**src/rtl/rvExec_defs.svh**
```systemverilog
`ifndef RVEXEC_DEFS_SVH
`define RVEXEC_DEFS_SVH

// datapath widths
`define RV_XLEN   32
`define RV_REG_AW 5

// major opcodes, instr[6:0]
`define OPC_R 7'b0110011
`define OPC_I 7'b0010011
`define OPC_L 7'b0000011
`define OPC_S 7'b0100011
`define OPC_B 7'b1100011

// op classes handed to the ALU control decoder
`define ALUOP_R 3'b000
`define ALUOP_I 3'b001
`define ALUOP_S 3'b010
`define ALUOP_L 3'b011
`define ALUOP_B 3'b100

// ALU control codes
`define ALU_ADD   4'b0000
`define ALU_OR    4'b0001
`define ALU_AND   4'b0010
`define ALU_SLT   4'b0100
`define ALU_SUBEQ 4'b0111
`define ALU_SLL   4'b1000
`define ALU_XOR   4'b1001
`define ALU_SRL   4'b1010
`define ALU_GE    4'b1011
`define ALU_SLTU  4'b1100
`define ALU_SRA   4'b1110
`define ALU_NE    4'b1111

`endif
```
**src/rtl/rvExecPkg.sv**
```systemverilog
`default_nettype none

`include "rvExec_defs.svh"

package rvExecPkg;

	// data, address and instruction words
	typedef logic [`RV_XLEN-1:0] word_t;

	// register file index, x0..x31
	typedef logic [`RV_REG_AW-1:0] regAddr_t;

	// operation class from the opcode decode
	typedef logic [2:0] aluOp_t;

	// code the ALU executes
	typedef logic [3:0] aluCtrl_t;

	// instr[14:12]
	typedef logic [2:0] funct3_t;

endpackage

`default_nettype wire

```
**src/rtl/execIfs.sv**
```systemverilog
`default_nettype none

// operands and control into the ALU, result and condition back out
interface aluCmdIf import rvExecPkg::*;
	();
	aluCtrl_t ctrl;
	word_t    opA;
	word_t    opB;
	word_t    result;
	logic     cond; // branch comparison outcome

	modport issue
	(
		output ctrl, opA, opB,
		input  result, cond
	);

	modport exec
	(
		input  ctrl, opA, opB,
		output result, cond
	);
endinterface

// decoded instruction attributes for the retire stage
interface retireIf import rvExecPkg::*;
	();
	logic     valid;
	logic     regWrite; // R and I classes only
	regAddr_t rd;
	logic     isBranch;
	logic     illegal;
	word_t    target;   // pc + B immediate

	modport issue
	(
		output valid, regWrite, rd, isBranch, illegal, target
	);

	modport retire
	(
		input  valid, regWrite, rd, isBranch, illegal, target
	);
endinterface

`default_nettype wire

```
**src/rtl/rvExecUnit.sv**
```systemverilog
`default_nettype none

module rvExecUnit import rvExecPkg::*;
(
	input  logic     clk,
	input  logic     arstN,
	input  logic     instrValid,
	input  word_t    instr,
	input  word_t    pc,
	output logic     resultValid,
	output word_t    result,
	output logic     rdWrite,
	output regAddr_t rdAddr,
	output logic     branchTaken,
	output word_t    branchTarget,
	output logic     illegal
);
	regAddr_t rs1Addr;
	regAddr_t rs2Addr;
	word_t    rs1Data;
	word_t    rs2Data;
	logic     wrEn;
	regAddr_t wrAddr;
	word_t    wrData;

	aluCmdIf aluCmdBus ();
	retireIf retireBus ();

	instrDecode decode0
	(
		.instrValid (instrValid),
		.instr      (instr),
		.pc         (pc),
		.rs1Addr    (rs1Addr),
		.rs2Addr    (rs2Addr),
		.rs1Data    (rs1Data),
		.rs2Data    (rs2Data),
		.aluCmd     (aluCmdBus.issue),
		.retire     (retireBus.issue)
	);

	regFile regs0
	(
		.clk     (clk),
		.arstN   (arstN),
		.rs1Addr (rs1Addr),
		.rs2Addr (rs2Addr),
		.rs1Data (rs1Data),
		.rs2Data (rs2Data),
		.wrEn    (wrEn),
		.wrAddr  (wrAddr),
		.wrData  (wrData)
	);

	alu alu0
	(
		.aluCmd (aluCmdBus.exec)
	);

	execRetire retire0
	(
		.clk          (clk),
		.arstN        (arstN),
		.retire       (retireBus.retire),
		.aluResult    (aluCmdBus.result),
		.aluCond      (aluCmdBus.cond),
		.wrEn         (wrEn),
		.wrAddr       (wrAddr),
		.wrData       (wrData),
		.resultValid  (resultValid),
		.result       (result),
		.rdWrite      (rdWrite),
		.rdAddr       (rdAddr),
		.branchTaken  (branchTaken),
		.branchTarget (branchTarget),
		.illegal      (illegal)
	);

endmodule

`default_nettype wire

```
**src/rtl/execRetire.sv**
```systemverilog
`default_nettype none

module execRetire import rvExecPkg::*;
(
	input  logic     clk,
	input  logic     arstN,
	retireIf.retire  retire,
	input  word_t    aluResult,
	input  logic     aluCond,
	output logic     wrEn,
	output regAddr_t wrAddr,
	output word_t    wrData,
	output logic     resultValid,
	output word_t    result,
	output logic     rdWrite,
	output regAddr_t rdAddr,
	output logic     branchTaken,
	output word_t    branchTarget,
	output logic     illegal
);
	// register write lands on the same edge that loads the outputs
	assign wrEn   = retire.valid & retire.regWrite & ~retire.illegal;
	assign wrAddr = retire.rd;
	assign wrData = aluResult;

	always_ff @(posedge clk or negedge arstN)
	begin
		if (!arstN)
		begin
			resultValid <= 1'b0;
			rdWrite     <= 1'b0;
			branchTaken <= 1'b0;
			illegal     <= 1'b0;
		end
		else
		begin
			resultValid <= retire.valid;
			rdWrite     <= wrEn; // includes x0 targets
			branchTaken <= retire.valid & retire.isBranch & aluCond;
			illegal     <= retire.valid & retire.illegal;
		end
	end

	always_ff @(posedge clk)
	begin
		if (retire.valid)
		begin
			result       <= aluResult;
			rdAddr       <= retire.rd;
			branchTarget <= retire.target;
		end
	end

	takenWithValid: assert property (@(posedge clk) disable iff (!arstN)
		$rose(branchTaken) |-> resultValid)
		else $error("branchTaken rose outside a valid result cycle");

endmodule

`default_nettype wire

```
**src/rtl/alu.sv**
```systemverilog
`default_nettype none

`include "rvExec_defs.svh"

module alu import rvExecPkg::*;
(
	aluCmdIf.exec aluCmd
);
	word_t      diff;
	logic       lt;
	logic       ltu;
	logic [4:0] shamt;
	logic       isCmp;

	assign diff  = aluCmd.opA - aluCmd.opB;
	assign lt    = $signed(aluCmd.opA) < $signed(aluCmd.opB);
	assign ltu   = aluCmd.opA < aluCmd.opB;
	assign shamt = aluCmd.opB[4:0];

	always_comb
	begin
		aluCmd.cond = 1'b0;
		case (aluCmd.ctrl)
			`ALU_ADD: aluCmd.result = aluCmd.opA + aluCmd.opB;
			`ALU_OR:  aluCmd.result = aluCmd.opA | aluCmd.opB;
			`ALU_AND: aluCmd.result = aluCmd.opA & aluCmd.opB;
			`ALU_XOR: aluCmd.result = aluCmd.opA ^ aluCmd.opB;
			`ALU_SLL: aluCmd.result = aluCmd.opA << shamt;
			`ALU_SRL: aluCmd.result = aluCmd.opA >> shamt;
			`ALU_SRA: aluCmd.result = word_t'($signed(aluCmd.opA) >>> shamt);
			`ALU_SUBEQ:
			begin
				aluCmd.result = diff; // sub and beq
				aluCmd.cond   = (diff == '0);
			end
			`ALU_NE:
			begin
				aluCmd.result = diff;
				aluCmd.cond   = (diff != '0);
			end
			`ALU_SLT:
			begin
				aluCmd.result = {31'b0, lt};
				aluCmd.cond   = lt;
			end
			`ALU_GE:
			begin
				aluCmd.result = {31'b0, ~lt};
				aluCmd.cond   = ~lt;
			end
			`ALU_SLTU:
			begin
				aluCmd.result = {31'b0, ltu};
				aluCmd.cond   = ltu;
			end
			default: aluCmd.result = aluCmd.opA + aluCmd.opB; // unused codes
		endcase
	end

	assign isCmp = aluCmd.ctrl inside {`ALU_SUBEQ, `ALU_NE, `ALU_SLT, `ALU_GE, `ALU_SLTU};

	always_comb
	begin
		assert (isCmp || !aluCmd.cond) else $error("cond set for a non-compare code");
	end

endmodule

`default_nettype wire

```
**src/rtl/regFile.sv**
```systemverilog
`default_nettype none

module regFile import rvExecPkg::*;
(
	input  logic     clk,
	input  logic     arstN,
	input  regAddr_t rs1Addr,
	input  regAddr_t rs2Addr,
	output word_t    rs1Data,
	output word_t    rs2Data,
	input  logic     wrEn,
	input  regAddr_t wrAddr,
	input  word_t    wrData
);
	word_t regs [32];

	always_ff @(posedge clk or negedge arstN)
	begin
		if (!arstN)
		begin
			for (int i = 0; i < 32; i++)
				regs[i] <= '0;
		end
		else if (wrEn && wrAddr != '0) // x0 is hardwired
		begin
			regs[wrAddr] <= wrData;
		end
	end

	// combinational reads, a write shows up the cycle after
	assign rs1Data = regs[rs1Addr];
	assign rs2Data = regs[rs2Addr];

	x0StaysZero: assert property (@(posedge clk) disable iff (!arstN) regs[0] == '0)
		else $error("x0 holds a nonzero value");

endmodule

`default_nettype wire

```
**src/rtl/instrDecode.sv**
```systemverilog
`default_nettype none

`include "rvExec_defs.svh"

module instrDecode import rvExecPkg::*;
(
	input  logic     instrValid,
	input  word_t    instr,
	input  word_t    pc,
	output regAddr_t rs1Addr,
	output regAddr_t rs2Addr,
	input  word_t    rs1Data,
	input  word_t    rs2Data,
	aluCmdIf.issue   aluCmd,
	retireIf.issue   retire
);
	aluOp_t   aluOp;
	logic     known;
	word_t    imm;
	aluCtrl_t ctrl;

	always_comb
	begin
		known = 1'b1;
		case (instr[6:0])
			`OPC_R: aluOp = `ALUOP_R;
			`OPC_I: aluOp = `ALUOP_I;
			`OPC_L: aluOp = `ALUOP_L;
			`OPC_S: aluOp = `ALUOP_S;
			`OPC_B: aluOp = `ALUOP_B;
			default:
			begin
				aluOp = `ALUOP_R; // any class, nothing retires
				known = 1'b0;
			end
		endcase
	end

	aluControl ctrl0
	(
		.aluOp (aluOp),
		.bits  ({instr[30], instr[14:12]}),
		.ctrl  (ctrl)
	);

	immGen imm0
	(
		.instr (instr),
		.aluOp (aluOp),
		.imm   (imm)
	);

	assign rs1Addr = instr[19:15];
	assign rs2Addr = instr[24:20];

	assign aluCmd.ctrl = ctrl;
	assign aluCmd.opA  = rs1Data;
	assign aluCmd.opB  = (aluOp == `ALUOP_R || aluOp == `ALUOP_B) ? rs2Data : imm;

	assign retire.valid    = instrValid;
	assign retire.regWrite = known && (aluOp == `ALUOP_R || aluOp == `ALUOP_I);
	assign retire.rd       = instr[11:7];
	assign retire.isBranch = known && (aluOp == `ALUOP_B);
	assign retire.illegal  = ~known;
	assign retire.target   = pc + imm; // imm is the B immediate for branches

	// an unknown opcode must never reach the register file
	always_comb
	begin
		if (retire.illegal)
			assert (!retire.regWrite) else $error("illegal opcode flagged for write-back");
	end

endmodule

`default_nettype wire

```
**src/rtl/immGen.sv**
```systemverilog
`default_nettype none

`include "rvExec_defs.svh"

module immGen import rvExecPkg::*;
(
	input  word_t  instr,
	input  aluOp_t aluOp,
	output word_t  imm
);
	word_t immI;
	word_t immS;
	word_t immB;

	assign immI = {{20{instr[31]}}, instr[31:20]};
	assign immS = {{20{instr[31]}}, instr[31:25], instr[11:7]};

	// B format, bit 0 is always zero
	assign immB = {{19{instr[31]}}, instr[31], instr[7], instr[30:25], instr[11:8], 1'b0};

	always_comb
	begin
		case (aluOp)
			`ALUOP_I, `ALUOP_L: imm = immI;
			`ALUOP_S:           imm = immS;
			`ALUOP_B:           imm = immB;
			default:            imm = '0; // R class uses rs2
		endcase
	end

endmodule

`default_nettype wire

```
**src/rtl/aluControl.sv**
```systemverilog
`default_nettype none

`include "rvExec_defs.svh"

module aluControl import rvExecPkg::*;
(
	input  aluOp_t     aluOp,
	input  logic [3:0] bits, // {instr[30], funct3}
	output aluCtrl_t   ctrl
);
	funct3_t funct3;
	logic    alt;
	logic    isR;

	assign funct3 = bits[2:0];
	assign alt    = bits[3];
	assign isR    = (aluOp == `ALUOP_R);

	always_comb
	begin
		ctrl = `ALU_ADD; // default for unmapped cases
		case (aluOp)
			`ALUOP_R, `ALUOP_I:
			begin
				// R and I share the table, I has no sub and no sltiu
				case (funct3)
					3'b000: ctrl = (isR && alt) ? `ALU_SUBEQ : `ALU_ADD;
					3'b001: ctrl = `ALU_SLL;
					3'b010: ctrl = `ALU_SLT;
					3'b011: ctrl = isR ? `ALU_SLTU : `ALU_ADD;
					3'b100: ctrl = `ALU_XOR;
					3'b101: ctrl = alt ? `ALU_SRA : `ALU_SRL; // bit 30 picks arithmetic
					3'b110: ctrl = `ALU_OR;
					3'b111: ctrl = `ALU_AND;
					default: ctrl = `ALU_ADD;
				endcase
			end
			`ALUOP_S, `ALUOP_L:
				ctrl = `ALU_ADD; // address = rs1 + imm
			`ALUOP_B:
			begin
				case (funct3)
					3'b000: ctrl = `ALU_SUBEQ; // beq
					3'b001: ctrl = `ALU_NE;    // bne
					3'b100: ctrl = `ALU_SLT;   // blt
					3'b101: ctrl = `ALU_GE;    // bge
					3'b110: ctrl = `ALU_SLTU;  // bltu
					default: ctrl = `ALU_ADD;  // bgeu not mapped
				endcase
			end
			default: ctrl = `ALU_ADD;
		endcase
	end

endmodule

`default_nettype wire

```
**config.mk**
```make
export PLATFORM = sky130hd
export DESIGN_NAME = rvExecUnit
export DESIGN_NICKNAME = d
export VERILOG_FILES = /design/src/rtl/rvExecPkg.sv /design/src/rtl/execIfs.sv /design/src/rtl/rvExecUnit.sv /design/src/rtl/execRetire.sv /design/src/rtl/alu.sv /design/src/rtl/regFile.sv /design/src/rtl/instrDecode.sv /design/src/rtl/immGen.sv /design/src/rtl/aluControl.sv
export VERILOG_INCLUDE_DIRS = /design/src /design/src/rtl
export SDC_FILE = /design/constraint.sdc
export NUM_CORES = 2
export LEC_CHECK = 0
export BUFFER_PORTS_ARGS = -buffer_cell sky130_fd_sc_hd__buf_4
export CELL_PAD_IN_SITES_DETAIL_PLACEMENT = 1
export CELL_PAD_IN_SITES_GLOBAL_PLACEMENT = 1
export CORE_MARGIN = 10
export CORE_UTILIZATION = 25
export DETAILED_ROUTE_END_ITERATION = 8
export PLACE_DENSITY = 0.48
export SLEW_MARGIN = 20
export SYNTH_ARGS = -nofsm -noshare
export SYNTH_HDL_FRONTEND = slang
export SYNTH_SLANG_ARGS = --single-unit
```
**constraint.sdc**
```tcl
create_clock -name clk -period 6.8 [get_ports clk]
set_input_delay 0.34 -clock clk [delete_from_list [all_inputs] [get_ports clk]]
set_output_delay 0.34 -clock clk [all_outputs]
set_load 0.01 [all_outputs]
```
== After elaboration in Yosys (flattened, before gate mapping) ==
Cells that the tools add are included.
W data, S select, Z words.
Cells by class
  add/sub/neg operators: 3
  magnitude comparators: 6
  equal/unequal tests: 27
  shift operators: 3
  mux-type cells: 21
  bitwise gates (word level): 13
  reduce and logical (&&, ||, !) cells: 16
Operators with widths (number)
  $bwmux W1024: 1
  $bmux W32 S5: 2
  $pmux W32 S10: 1
  $mux W32: 6
  $demux W32 S5: 1
  $pmux W32 S3: 1
  $add A32 B32 Y32: 2
  $lt A32 B32 Y1: 2
  $and A32 B32 Y32: 1
  $logic_not A32 Y1: 1
  $or A32 B32 Y32: 1
  $pmux W4 S8: 1
  $reduce_bool A32 Y1: 1
  $shl A32 B5 Y32: 1
  $shr A32 B5 Y32: 1
  $sshr A32 B5 Y32: 1
  $sub A32 B32 Y32: 1
  $xor A32 B32 Y32: 1
  $eq A4 B4 Y1 const B: 7
  $pmux W4 S5: 1
  $ge A6 B6 Y1 const B: 3
  $not A5 Y6: 3
  $eq A3 B3 Y1 const B: 5
  $eq A7 B6 Y1 const B: 2
  other kinds (23): 42
Word-level totals
  register bits after elaboration: 1097
  bits of input ports: 67
  logic and storage cells: 128

== Logic depth before layout (Yosys ltp) ==
  word-level depth: 11
  depth in mapped cells: 31
  depth with buffers taken out: 21

== Cells and area by module ==
Synthesis repeated with hierarchy kept, for this count alone.
Unflattened totals
  cells, all modules: 6526
  area total of the unflattened synthesis: 70647.8 sq um
Modules (own cells, without submodules)
  regFile: times used 1, cells an instance 4601, area an instance 55942.4 sq um, seq. area each 25624.6 sq um
  alu: times used 1, cells an instance 1404, area an instance 9135.0 sq um, seq. area each 0.0 sq um
  instrDecode: times used 1, cells an instance 328, area an instance 2489.9 sq um, seq. area each 0.0 sq um
  execRetire: times used 1, cells an instance 113, area an instance 2472.4 sq um, seq. area each 2172.1 sq um
  immGen: times used 1, cells an instance 50, area an instance 390.4 sq um, seq. area each 0.0 sq um
  aluControl: times used 1, cells an instance 30, area an instance 217.7 sq um, seq. area each 0.0 sq um

== Least setup slack after synthesis ==
No wires, ideal clock.
  path kind: input-to-reg
  from: input instr[20]
  to: register retire0.result[17] (data pin)
  setup time: 0.264 ns
  arrival: 7.092 ns
  required time: 6.536 ns
  path slack: -0.556 ns
  stages: 28
  path through: buf_4 > buf_6 > buf_6 > buf_6 > buf_6 > clkbuf_1 > clkbuf_1 > buf_1 > mux4_2 > mux4_2 > mux2i_1 > nor2_1 > a21o_1 > ha_1 > clkbuf_1 > nor2b_1 > o21ai_1 > o311ai_0 > o2bb2ai_1 > o311a_1 > or4_1 > nand2_1 > a21oi_1 > a221oi_1 > a21oi_1 > nor4_2 > clkbuf_1 > inv_1
On the way
  longest elaborated chain between the ends: 7
  elaborated cells on any way between the ends: 15
RTL lines
  start: declaration: line rvExecUnit.sv:8  | input word_t instr,
  $not A5 Y6 (implied by the code): line regFile.sv:32  | assign rs2Data = regs[rs2Addr];
  $bmux W32 S5: line regFile.sv:32
  $mux W32 (implied by the code) (2 in a row): line regFile.sv:32
  $mux W32 *: line instrDecode.sv:58  | assign aluCmd.opB = (aluOp == `ALUOP_R || aluOp == `ALUOP_B) ? rs2Data : imm;
  $add A32 B32 Y32 (tied with other cells): line alu.sv:24, alu.sv:56
  $pmux W32 S10 *: line alu.sv:23  | case (aluCmd.ctrl)
  named net alu0.aluCmd.result[17]: line execIfs.sv:21  | output result, cond
  end signal: assignment: line execRetire.sv:48  | result <= aluResult;
  end: declaration: line execRetire.sv:14  | output word_t result,
The timed path passes the listed nets; every way through them passes the cells marked *. The select of a mux whose other input is x is not followed.
A chain may end at the register's enable or synchronous reset.

== Worst setup path in the final report ==
  from: register regs0.regs[259] in the netlist's numbering
  to: register regs0.regs[382] in the netlist's numbering
On the way
  longest elaborated chain between the ends: 7
  elaborated cells on any way between the ends: 14
RTL lines
  start: declaration: line regFile.sv:15  | word_t regs [32];
  start signal: indexed assignment: line regFile.sv:26  | regs[wrAddr] <= wrData;
  $bmux W32 S5: line regFile.sv:32
  $mux W32 (implied by the code) (2 in a row): line regFile.sv:32
  $mux W32: line instrDecode.sv:58
  $add A32 B32 Y32 (tied with other cells): line alu.sv:24, alu.sv:56
  $pmux W32 S10 *: line alu.sv:23
  $bwmux W1024 *: line regFile.sv:26
Mark *: on every way between the ends. The rest lies on a longest branch, timed or not. The select of a mux whose other input is x is not followed.

==> flow_metrics.env <==
export IMPL_place_area_um2=73900
export IMPL_synth_async_reset_ratio_pct=93.7
export IMPL_antenna_found_initial=17
export IMPL_critPathMaxStageDelay_ns=0.50
export IMPL_slew_headroom_pct=24.6
export IMPL_design_area_um2=78700
export IMPL_grt_max_degree=154
export IMPL_final_core_util_pct=29.6
export IMPL_path_class="flip-flop to flip-flop"
export IMPL_hpwl_um=222000
export IMPL_synth_area_top_cells="dfrtp_1 (38%), mux4_2 (11%), mux2i_1 (8.2%)"
export IMPL_p_seq_share_pct=38.5
export IMPL_finalHoldViolCount=0
export IMPL_io_buffers=139
export IMPL_setup_viol=0
export IMPL_clock_skew_final_ns=0.0677
export IMPL_synth_edf_count=69
export IMPL_switching_power_mw=5.57
export IMPL_path_max_fanout=12
export IMPL_grt_remaining_overflow=0
export IMPL_ys_flop_type="dfrtp_1"
export IMPL_syn_nets=6883
export IMPL_ys_warn_count=0
export IMPL_first_iter_violations=4928
export IMPL_crit_top_cell="buf_4"
export IMPL_num_vias=56300
export IMPL_synth_common_cells="dfrtp_1 (1028), nand2_1 (849), nor2_1 (625)"
export IMPL_cts_path_max_buffers=3
export IMPL_netlist_area_um2=66900
export IMPL_drt_wl_total_um=325000
export IMPL_ios=140
export IMPL_syn_inst=6685
export IMPL_tightest_slew_ns=1.13
export IMPL_fmax_mhz=152
export IMPL_cts_clk_slew_worst_paths_ns=0.06
export IMPL_combPwrFrac_pct=19.0
export IMPL_synth_top_area_share_pct=38.5
export IMPL_grt_usage_pct=21.9
export IMPL_clock_latency_ns=0.85
export IMPL_drc_errors=0
export IMPL_yosysMostFrequentCell="dfrtp_1"
export IMPL_start_util_pct=25.2
export IMPL_grt_pass1_vias=58200
export IMPL_start_kind="flip-flop"
export IMPL_row_count=189
export IMPL_intPower_mw=12.0
export IMPL_period_share_pct=96.5
export IMPL_rsz0062_at_grt="no"
export IMPL_worstPathArrival_ns=7.29
export IMPL_fin_cells=10400
export IMPL_powerDensity_nw_per_um2=224
export IMPL_p_clk_share_pct=42.6
export IMPL_drv_cap=0
export IMPL_synth_top_area_cell="dfrtp_1"
export IMPL_dr_pass1_iters=6
export IMPL_gp_congestion=0.909
export IMPL_yosys_cell_types_count=112
export IMPL_core_um2=266000
export IMPL_syn_area_per_cell_um2=10.0
export IMPL_ir_drop_mv=0.198
export IMPL_min_period_ns=6.56
export IMPL_cts_buffers=136
export IMPL_cts_tree="done"
export IMPL_dieArea_um2=289000
export IMPL_grt_pass1_wl_um=462000
export IMPL_clockRootBuffer="clkbuf_16"
export IMPL_status="complete, no violations"
export IMPL_p_leak_nw=34.2
export IMPL_swShare_pct=31.6
export IMPL_dp_cells=10200
export IMPL_setup_tns_ns=0
export IMPL_crit_slowest_cell="mux4_2"
export IMPL_nNetsFinal=6991
export IMPL_critical_path_required_ns=7.53
export IMPL_chipWidth_um=537
export IMPL_drive_gt1_share_pct=20.4
export IMPL_worstSetupEndpointType="flip-flop"
export IMPL_post_cts_setup_buffers=0
export IMPL_cts_sinks=1097
export IMPL_drv_slew=0
export IMPL_hold_path_class="input port to flip-flop"
export IMPL_ys_ff_latch=1097
export IMPL_areaGrowthSynthToFinish_pct=17.7
export IMPL_htreeDepth=4
export IMPL_ant_nets=0
export IMPL_viasPerCell=5.40
export IMPL_seq_area_frac_synth_pct=41.6
export IMPL_wl_per_cell_um=31.1
export IMPL_chipHeight_um=537
-- area by class of cell --
type	count	area, um^2
Fill cell	29900	187000
Multi-Input combinational cell	4836	36200
Sequential cell	1097	27800
Timing Repair Buffer	576	5200
Tap cell	3533	4420
Clock buffer	191	3830
Clock inverter	54	678
Inverter	146	556
Antenna cell	7	17.5
-- stage by stage --
step,power (mW),hold WS (ns),setup slack (ns)
after floorplan,8.58,0.0444,-0.0476
after global placement,10.2,0.380,-0.401
after detailed placement,10.2,0.386,-0.413
after CTS,17.8,0.00324,0.145
after global routing,18.2,0.0548,0.00224
final,17.6,0.0593,0.241
-- critical path, delay by kind of cell (launching register included) --
kind	cells	cell delay, ns
DFF	1	0.41
AOI/OAI and AO/OA	10	2.05
and+or+nand+nor	4	1.32
muxes	3	1.37
adders and majority gates	1	0.20
buffers and inverters	7	1.10
-- logic make-up (layout without fill, tap and decap cells) --
| logic type | after synthesis | count (layout) | share of synthesized area [%] |
|---|---|---|---|
| compound gates | 1739 | 1739 | 15.8 |
| buf+inv | 752 | 967 | 5.27 |
| flops | 1097 | 1097 | 41.6 |
| other cells | 0 | 7 | 0 |
| xor+xnor | 66 | 66 | 0.864 |
| fa+ha+maj | 131 | 131 | 2.48 |
| simple gates | 1866 | 1866 | 11.7 |
| mux | 1034 | 1034 | 22.3 |
-- power by group through the flow --
stage | Sequential, mW | Clock (mW) | Combinational (mW)
after global placement | 6.89 | 0 | 3.29
after detailed placement | 6.90 | 0 | 3.30
after floorplan | 6.90 | 0 | 1.69
after global routing | 6.78 | 7.95 | 3.51
after CTS | 6.78 | 7.69 | 3.32
final | 6.78 | 7.50 | 3.34
-- layer usage --
layer / GRT usage (%) / wire length, um
met4: 6.93 / 11200
met3: 3.09 / 16300
met5: 0 / 13
met2: 35.7 / 151000
met1: 30.0 / 146000
-- worst paths after layout --
check	start	end	slack, ns	depth (start not counted)
max	regs0.regs[259]$_DFFE_PN0P_	regs0.regs[382]$_DFFE_PN0P_	0.24	25
min	pc[23]	retire0.branchTarget[23]$_DFFE_PP_	0.06	3
max reg2reg	regs0.regs[259]$_DFFE_PN0P_	regs0.regs[382]$_DFFE_PN0P_	0.24	25
min reg2reg	regs0.regs[1015]$_DFFE_PN0P_	regs0.regs[1015]$_DFFE_PN0P_	0.40	0
max in group asynchronous	arstN	regs0.regs[651]$_DFFE_PN0P_	4.68	4
min in group asynchronous	arstN	regs0.regs[318]$_DFFE_PN0P_	0.11	2
-- timing repair --
item                                    CTS  global route
hold buffers                             30             0
endpoints found under the setup margin   26            81
gates resized for setup                   2             2
endpoints found under the hold margin    98             0
-- flip-flops by register name, summed over array words and instances (netlist names) --
register              flops
retire0.result           32
retire0.rdWrite           1
retire0.rdAddr            5
retire0.illegal           1
retire0.resultValid       1
retire0.branchTaken       1
retire0.branchTarget     32
regs0.regs             1024
-- cells in the final DEF (no fill, tap or decap), types with 69 or more instances in the layout --
cell type,Yosys,routed
nor2_1,625,599
nand3_1,123,115
clkbuf_16,0,138
mux4_2,325,325
o21ai_1,215,213
ha_1,128,128
dfrtp_1,1028,1028
edfxtp_1,69,69
o22ai_1,75,71
o21ai_0,435,435
nand2_1,849,826
buf_4,41,480
a22oi_1,175,174
a21oi_1,478,476
mux2i_1,545,544
inv_1,132,131
mux2_2,141,141
(Power assumes the default switching activity.)
